$ cat src/rtl/popeye_video_pkg.sv
package popeye_video_pkg;

    // 32 color PROM entries
    localparam int PAL_AW = 5;

    // Color output, 3 bits per gun
    typedef struct packed {
        logic [2:0] red;
        logic [2:0] green;
        logic [2:0] blue;
    } rgb_t;

    // Color PROM byte as the board wires it, red in the low bits
    typedef struct packed {
        logic [1:0] blue;   // Two bits only, LSB added on output
        logic [2:0] green;
        logic [2:0] red;
    } pal_entry_t;

    // Same PROM word, loaded as a byte and read as a color
    typedef union packed {
        logic [7:0] raw;
        pal_entry_t color;
    } pal_byte_u;

    // Blanking and sync, all active high
    typedef struct packed {
        logic hb;
        logic vb;
        logic hs;
        logic vs;
    } sync_t;

endpackage

$ cat src/rtl/popeye_rom_pkg.sv
package popeye_rom_pkg;

    // Byte address width of the download stream
    localparam int ioctl_aw = 22;

    // Download map
    // Bytes below PROM_START are program and graphics ROM for the SDRAM
    // Bytes from PROM_START on are the color PROM contents
    localparam logic [ioctl_aw-1:0] PROM_START = 22'h00_c000;

    // SDRAM programming port, 16-bit words
    typedef struct packed {
        logic [ioctl_aw-1:0] addr;  // Word address
        logic [7:0]          data;  // Same byte on both lanes
        logic [1:0]          mask;  // Active low lane enables
        logic                we;
    } prog_t;

endpackage

$ cat src/rtl/popeye_cen.sv
`timescale 1ns/1ps

module popeye_cen (
    input  logic clk,       // 20 MHz
    input  logic reset,
    output logic pxl2_cen,  // 10 MHz, object pixels
    output logic pxl_cen,   // 5 MHz, text pixels
    output logic cpu_cen    // 2.5 MHz
);

    // Free running divider
    logic [2:0] cnt;

    always_ff @(posedge clk) begin
        if (reset) begin
            cnt <= 3'd0;
        end else begin
            cnt <= cnt + 3'd1;
        end
    end

    // Each enable is high for a single clk
    assign pxl2_cen = cnt[0];
    assign pxl_cen  = &cnt[1:0];  // Counts 3 and 7
    assign cpu_cen  = &cnt;       // Count 7 only

    // Slower enable must sit on the faster one
    a_pxl_on_pxl2: assert property (
        @(posedge clk) disable iff (reset)
        pxl_cen |-> pxl2_cen
    ) else $error("pxl_cen without pxl2_cen");

endmodule

$ cat src/rtl/popeye_vtiming.sv
`timescale 1ns/1ps

module popeye_vtiming import popeye_video_pkg::*; #(
    parameter int H_TOTAL  = 320,
    parameter int H_ACTIVE = 256,
    parameter int HS_START = 272,
    parameter int HS_END   = 303,
    parameter int V_TOTAL  = 264,
    parameter int V_ACTIVE = 224,
    parameter int VS_START = 240,
    parameter int VS_END   = 243
) (
    input  logic  clk,
    input  logic  reset,
    input  logic  pxl_cen,
    output sync_t sync
);

    localparam int HW = $clog2(H_TOTAL);
    localparam int VW = $clog2(V_TOTAL);
    localparam logic [HW-1:0] H_LAST = HW'(H_TOTAL - 1);
    localparam logic [VW-1:0] V_LAST = VW'(V_TOTAL - 1);

    logic [HW-1:0] h;  // Pixel within the line
    logic [VW-1:0] v;  // Line within the frame

    always_ff @(posedge clk) begin
        if (reset) begin
            h <= '0;
            v <= '0;
        end else if (pxl_cen) begin
            if (h == H_LAST) begin
                h <= '0;
                v <= (v == V_LAST) ? '0 : v + 1'b1;  // New line
            end else begin
                h <= h + 1'b1;
            end
        end
    end

    // Window compares, one clk behind the counters
    always_ff @(posedge clk) begin
        if (reset) begin
            sync <= '0;
        end else begin
            sync.hb <= h >= HW'(H_ACTIVE);
            sync.hs <= (h >= HW'(HS_START)) && (h <= HW'(HS_END));
            sync.vb <= v >= VW'(V_ACTIVE);
            sync.vs <= (v >= VW'(VS_START)) && (v <= VW'(VS_END));
        end
    end

    a_cnt_range: assert property (
        @(posedge clk) disable iff (reset)
        (int'(h) < H_TOTAL) && (int'(v) < V_TOTAL)
    ) else $error("Video counter out of range h=%0d v=%0d", h, v);

endmodule

$ cat src/rtl/popeye_prom_we.sv
`timescale 1ns/1ps

module popeye_prom_we
    import popeye_video_pkg::*;
    import popeye_rom_pkg::*;
(
    input  logic                clk,
    input  logic                reset,
    input  logic                downloading,
    input  logic [ioctl_aw-1:0] ioctl_addr,
    input  logic [7:0]          ioctl_data,
    input  logic                ioctl_wr,
    output prog_t               prog,
    output logic                pal_we,
    output logic [PAL_AW-1:0]   pal_addr,
    output pal_byte_u           pal_din
);

    logic                is_rom;
    logic [ioctl_aw-1:0] pal_off;

    assign is_rom  = ioctl_addr < PROM_START;
    assign pal_off = ioctl_addr - PROM_START;  // Offset inside the PROM region

    always_ff @(posedge clk) begin
        prog.we <= 1'b0;  // Write strobes last one clk
        pal_we  <= 1'b0;
        if (downloading && ioctl_wr) begin
            if (is_rom) begin
                prog.addr <= {1'b0, ioctl_addr[ioctl_aw-1:1]};  // Byte to word
                prog.data <= ioctl_data;
                // Even byte on lane 0, odd byte on lane 1
                prog.mask <= ioctl_addr[0] ? 2'b01 : 2'b10;
                prog.we   <= 1'b1;
            end else begin
                pal_addr    <= pal_off[PAL_AW-1:0];
                pal_din.raw <= ioctl_data;
                pal_we      <= 1'b1;
            end
        end
        if (reset) begin
            prog.we <= 1'b0;
            pal_we  <= 1'b0;
        end
    end

    // A byte goes to the SDRAM or to the color PROM, never both
    a_one_target: assert property (
        @(posedge clk) disable iff (reset)
        !(prog.we && pal_we)
    ) else $error("SDRAM and palette written together");

endmodule

$ cat src/rtl/popeye_boot_fsm.sv
`timescale 1ns/1ps

module popeye_boot_fsm #(
    parameter int READY_SETTLE = 2  // clk cycles from ready to CPU start
) (
    input  logic clk,
    input  logic reset,
    input  logic downloading,
    input  logic ready,        // ROM controller has data
    output logic main_reset
);

    localparam int CW = $clog2(READY_SETTLE + 1);

    typedef enum logic [1:0] {HOLD, SETTLE, RUN} state_t;

    state_t        state, state_nx;
    logic [CW-1:0] cnt;
    logic          go;

    assign go = ready && !downloading;

    always_comb begin
        state_nx = state;
        if (!go) begin
            state_nx = HOLD;  // Any loss of ROM drops back
        end else begin
            case (state)
                HOLD:    state_nx = (READY_SETTLE <= 1) ? RUN : SETTLE;
                SETTLE:  state_nx = (cnt == CW'(READY_SETTLE - 1)) ? RUN : SETTLE;
                default: state_nx = RUN;
            endcase
        end
    end

    always_ff @(posedge clk) begin
        if (reset) begin
            state      <= HOLD;
            cnt        <= '0;
            main_reset <= 1'b1;
        end else begin
            state      <= state_nx;
            cnt        <= (state == SETTLE) ? cnt + 1'b1 : CW'(1);
            main_reset <= state_nx != RUN;  // Registered to keep the CPU reset clean
        end
    end

    // CPU stays in reset from the clk after a download starts
    a_hold_on_dl: assert property (
        @(posedge clk) disable iff (reset)
        downloading |=> main_reset
    ) else $error("Main CPU running during download");

endmodule

$ cat src/rtl/popeye_palette.sv
`timescale 1ns/1ps

module popeye_palette import popeye_video_pkg::*; (
    input  logic              clk,
    input  logic              reset,
    input  logic              pxl_cen,
    input  sync_t             sync,
    input  logic              pal_we,
    input  logic [PAL_AW-1:0] pal_addr,
    input  pal_byte_u         pal_din,
    input  logic [PAL_AW-1:0] pxl_idx,
    output rgb_t              rgb
);

    pal_byte_u  pal_mem [0:2**PAL_AW-1];  // Color PROM
    pal_entry_t col;
    logic       blank;

    // Loaded byte-wise from the download stream
    always_ff @(posedge clk) begin
        if (pal_we) begin
            pal_mem[pal_addr].raw <= pal_din.raw;
        end
    end

    assign col   = pal_mem[pxl_idx].color;
    assign blank = sync.hb || sync.vb;

    always_ff @(posedge clk) begin
        if (reset) begin
            rgb <= '0;
        end else if (pxl_cen) begin
            if (blank) begin
                rgb <= '0;  // Black outside active video
            end else begin
                rgb.red   <= col.red;
                rgb.green <= col.green;
                rgb.blue  <= {col.blue, 1'b0};  // LSB is always zero
            end
        end
    end

endmodule

$ cat src/rtl/popeye_game.sv
`timescale 1ns/1ps

module popeye_game
    import popeye_video_pkg::*;
    import popeye_rom_pkg::*;
#(
    parameter int H_TOTAL      = 320,
    parameter int H_ACTIVE     = 256,
    parameter int HS_START     = 272,
    parameter int HS_END       = 303,
    parameter int V_TOTAL      = 264,
    parameter int V_ACTIVE     = 224,
    parameter int VS_START     = 240,
    parameter int VS_END       = 243,
    parameter int READY_SETTLE = 2
) (
    input  logic                clk,          // 20 MHz
    input  logic                reset,
    input  logic                downloading,
    input  logic [ioctl_aw-1:0] ioctl_addr,
    input  logic [7:0]          ioctl_data,
    input  logic                ioctl_wr,
    input  logic                ready,        // From the ROM controller
    input  logic [PAL_AW-1:0]   pxl_idx,      // From the tile and sprite mixer
    output prog_t               prog,
    output logic                main_reset,
    output logic                pxl2_cen,
    output logic                pxl_cen,
    output logic                cpu_cen,
    output sync_t               sync,
    output rgb_t                rgb
);

    logic              pal_we;
    logic [PAL_AW-1:0] pal_addr;
    pal_byte_u         pal_din;

    popeye_cen u_cen (
        .clk      ( clk      ),
        .reset    ( reset    ),
        .pxl2_cen ( pxl2_cen ),
        .pxl_cen  ( pxl_cen  ),
        .cpu_cen  ( cpu_cen  )
    );

    popeye_vtiming #(
        .H_TOTAL  ( H_TOTAL  ),
        .H_ACTIVE ( H_ACTIVE ),
        .HS_START ( HS_START ),
        .HS_END   ( HS_END   ),
        .V_TOTAL  ( V_TOTAL  ),
        .V_ACTIVE ( V_ACTIVE ),
        .VS_START ( VS_START ),
        .VS_END   ( VS_END   )
    ) u_vtiming (
        .clk      ( clk      ),
        .reset    ( reset    ),
        .pxl_cen  ( pxl_cen  ),
        .sync     ( sync     )
    );

    popeye_prom_we u_prom_we (
        .clk         ( clk         ),
        .reset       ( reset       ),
        .downloading ( downloading ),
        .ioctl_addr  ( ioctl_addr  ),
        .ioctl_data  ( ioctl_data  ),
        .ioctl_wr    ( ioctl_wr    ),
        .prog        ( prog        ),  // Mask is active low
        .pal_we      ( pal_we      ),
        .pal_addr    ( pal_addr    ),
        .pal_din     ( pal_din     )
    );

    popeye_boot_fsm #(
        .READY_SETTLE ( READY_SETTLE )
    ) u_boot_fsm (
        .clk         ( clk         ),
        .reset       ( reset       ),
        .downloading ( downloading ),
        .ready       ( ready       ),
        .main_reset  ( main_reset  )
    );

    popeye_palette u_palette (
        .clk      ( clk      ),
        .reset    ( reset    ),
        .pxl_cen  ( pxl_cen  ),
        .sync     ( sync     ),
        .pal_we   ( pal_we   ),
        .pal_addr ( pal_addr ),
        .pal_din  ( pal_din  ),
        .pxl_idx  ( pxl_idx  ),
        .rgb      ( rgb      )
    );

endmodule

$ cat config.mk
export PLATFORM = sky130hd
export DESIGN_NAME = popeye_game
export DESIGN_NICKNAME = d
export VERILOG_FILES = /design/src/rtl/popeye_video_pkg.sv /design/src/rtl/popeye_rom_pkg.sv /design/src/rtl/popeye_cen.sv /design/src/rtl/popeye_vtiming.sv /design/src/rtl/popeye_prom_we.sv /design/src/rtl/popeye_boot_fsm.sv /design/src/rtl/popeye_palette.sv /design/src/rtl/popeye_game.sv
export SDC_FILE = /design/constraint.sdc
export NUM_CORES = 1
export LEC_CHECK = 0
export BUFFER_PORTS_ARGS = -buffer_cell sky130_fd_sc_hd__buf_2
export CORE_MARGIN = 4
export CORE_UTILIZATION = 60
export CTS_CLUSTER_SIZE = 25
export DETAILED_ROUTE_END_ITERATION = 16
export PLACE_DENSITY_LB_ADDON = 0.08
export REMOVE_ABC_BUFFERS = 1
export SYNTH_ARGS = -nofsm -noshare
export SYNTH_HDL_FRONTEND = slang
export SYNTH_SLANG_ARGS = --single-unit
$ cat constraint.sdc
create_clock -name clk -period 3.8 [get_ports clk]
set_input_delay 0.76 -clock clk [delete_from_list [all_inputs] [get_ports clk]]
set_output_delay 0.76 -clock clk [all_outputs]
set_load 0.05 [all_outputs]
==> results.cfg <==
[global_routing]
grt.total_usage_pct = 23.4
grt_pass1_wl_um = 42200
antenna_found_initial = 0
grt_overflow_total = 0
grt_pass1_vias = 7174
grt_max_degree = 37

[place]
place_inst = 1069
io_buffer_count = 87
placed_cell_area_sq_um = 13800
detailedPlacementHpwl_um = 17900
gp_routability_congestion = 0.914

[finish]
final_cell_count_no_fill = 1131
filler_cell_count = 1338
num-nets-final = 878
post_route_cells_drive_above_1_share_pct = 24.8
commonest_cells_after_routing_fill_and_taps_aside = sky130_fd_sc_hd__edfxtp_1, sky130_fd_sc_hd__buf_2, sky130_fd_sc_hd__nor2_1, sky130_fd_sc_hd__mux2i_1, sky130_fd_sc_hd__dfxtp_1
final_common_cell = sky130_fd_sc_hd__edfxtp_1
layout.core_utilization_pct = 69.9
design_area_sq_um = 14900
area_delta_synth_final_pct = 13.3
diodes = 0

[sta]
slew_violations = 0
timing_hold_violations_final = 0
report.final.setup_viol = 0
final.hold.worst_slack_ns = 0.413
finalWorstPathRequiredPeriod_ns = 2.69
timing.final.crit_share_pct = 70.7
clock-skew-final_ns = 0.0205
timing.slew.headroom_pct = 17.0
rsz0062_at_grt = no
setup-tns-final_ns = 0
maxClockFrequency_ghz = 0.372
timing_worst_slew_pin_value_ns = 1.25

[power]
pwr_density_cell_nw_per_um2 = 519
cellLeakagePower_nw = 5.03
power.internal_mw = 6.12
p_seq_share_pct = 54.2
combinationalPowerShare_pct = 3.8
swShare_pct = 20.7
p_clk_share_pct = 42.0
net-switching-power_mw = 1.60
peakVddDrop_uv = 441

[die]
row_count = 53
dieHeight_um = 156
die_w_um = 156
core_region_area_sq_um = 21300
ioPinCount = 90
die_area_sq_um = 24300
initial_core_util_pct = 61.7

[route]
route.antenna.remaining_nets = 0
1st_pass_router_iterations = 5
drt_wl_total_um = 28000
via_per_inst = 6.28
post_drt_wl_per_cell_um = 24.8
drc = 0
drt-initial-drc-count = 666
route.vias.total = 7098

[min_path]
hp-class = in -> reg
min_delay_path_depth = 1

[synthesis]
ys_warn_count = 0
synth-seq-cells = 340
post_synth_instance_area_sq_um = 13100
mean_instance_size_in_the_synthesized_netlist_sq_um = 18.0
synth_sequential_area_ratio_pct = 74.7
syn-instance-count = 731
synth.distinct_cells = 54

[worst_setup_path]
category_of_the_worst_setup_path_launch_point = input port
endpoint_kind = register
crit_type = in -> reg
worstPathArrival_ns = 3.04
timing.reg2reg.worst_path_depth = 7
r2r_setup_slack_ns = 1.39
worstPathMaxFanout = 15
cp.required_ns = 4.15

[cts]
cts_tree = done
postCtsSetupBuffers = 0
cts.reportedPaths.clkPinSlew_ns = 0.06
cts.sinks = 340
clkLatencyLatePin_ns = 0.52
clockBufferDepth = 3
hold_fix_buffer_count_after_cts = 0
cts_made_buffers = 35
cts.repair.resized = 0
h-tree-depth = 2
cts_root_buffer = sky130_fd_sc_hd__clkbuf_16

[job]
max_capacitance_violation_total = 0

[status]
result_of_the_run = finished, final reports clean
cells by family (layout without fill, tap and decap cells):
kind of cell / after synthesis / in the layout / share of synthesized area [%]
mux: 106 / 106 / 12.3
flops: 340 / 340 / 74.7
simple gates: 147 / 147 / 5.73
compound gates: 75 / 75 / 3.92
fa+ha+maj: 7 / 7 / 0.667
xor+xnor: 12 / 12 / 0.800
other cells: 1 / 2 / 0.0285
buf+inv: 43 / 167 / 1.88
worst paths after layout:
| check | from | to |
|---|---|---|
| setup / recovery | pxl_idx[0] | u_palette.rgb[4]$_SDFFE_PP0P_ |
| setup reg to reg | u_cen.cnt[0]$_SDFF_PP0_ | u_vtiming.v[8]$_SDFFE_PP0P_ |
| hold reg to reg | u_cen.cnt[0]$_SDFF_PP0_ | u_cen.cnt[0]$_SDFF_PP0_ |
| hold / removal | ioctl_addr[5] | u_prom_we.prog[15]$_DFFE_PP_ |
Yosys cell counts (all sizes together):
cell type,instances,area [sq um]
mux4,41,938
nand3b,6,45.0
or4,1,7.51
conb,1,3.75
a2111oi,4,35.0
mux2,24,270
or2,3,18.8
ha,7,87.6
o311ai,2,17.5
o211ai,1,7.51
edfxtp,300,9010
mux2i,41,410
nand2,18,67.6
or3,3,18.8
nand2b,10,62.6
o311a,4,40.0
nand3,4,20.0
xor2,9,78.8
nand4,12,75.1
nand4b,1,8.76
nor3,9,56.3
clkbuf,10,38.8
and3,1,6.26
o21ai,13,65.1
xnor2,3,26.3
a21oi,15,75.1
dfxtp,40,801
nor2,59,224
and2,1,6.26
nor4b,1,8.76
buf,23,170
nor3b,2,15.0
inv,10,37.5
o22ai,11,68.8
a311oi,4,35.0
nor2b,10,62.6
a211oi,1,7.51
nor4,2,12.5
o31ai,2,15.0
a21o,1,7.51
a221oi,14,123
a31oi,3,18.8
or3b,4,37.5
state kept, by name, summed over array words and instances, names as in the netlist:
signal and cells:
u_cen.cnt 3, u_palette.rgb 8, u_boot_fsm.main_reset 1, u_prom_we.prog 32, u_vtiming.h 9, u_prom_we.pal_addr 5
u_palette.pal_mem 256, u_boot_fsm.cnt 2, u_vtiming.v 9, u_prom_we.pal_we 1, u_prom_we.pal_din 8, u_boot_fsm.state 2
u_vtiming.sync 4
worst max-delay path, stage by stage:
cell	delay, ns
sky130_fd_sc_hd__buf_2	0.42
sky130_fd_sc_hd__nand2b_1	0.53
sky130_fd_sc_hd__or2_2	0.23
sky130_fd_sc_hd__o22ai_1	0.07
sky130_fd_sc_hd__a2111oi_0	0.85
sky130_fd_sc_hd__a221oi_1	0.16
cell type report:
class	count	area, sq um	share of cell area (%)
repair buffers	95	510	3.43
inverters	10	37.5	0.252
well taps	275	344	2.31
clock buffers	49	990	6.65
clock inverters	13	106	0.714
multi-input cells	349	3090	20.8
flip-flops and latches	340	9810	65.9
through the flow:
step | power [mW] | setup slack, ns
2_1_floorplan | 4.38 | 0.763
3_3_place_gp | 4.55 | 0.617
3_5_place_dp | 4.56 | 0.705
4_1_cts | 7.76 | 1.23
5_1_grt | 7.95 | 0.914
6_report | 7.72 | 1.11
power by group through the flow:
| stage | registers (mW) | logic [mW] | clock network (mW) |
|---|---|---|---|
| after global routing | 4.19 | 0.316 | 3.44 |
| after detailed placement | 4.26 | 0.295 | 0 |
| final | 4.18 | 0.296 | 3.24 |
| after floorplan | 4.24 | 0.147 | 0 |
| after global placement | 4.26 | 0.289 | 0 |
| after CTS | 4.18 | 0.296 | 3.28 |
layer usage:
| metal | up-vias | wire length, um | global-route usage, % |
|---|---|---|---|
| met3 | 70 | 2090 | 4.60 |
| met4 | 0 | 1050 | 9.38 |
| met1 | 3582 | 11200 | 31.4 |
| li1 | 3108 | - | - |
| met5 | - | 0 | 0 |
| met2 | 338 | 13700 | 38.2 |
(Power assumes the default switching activity.)
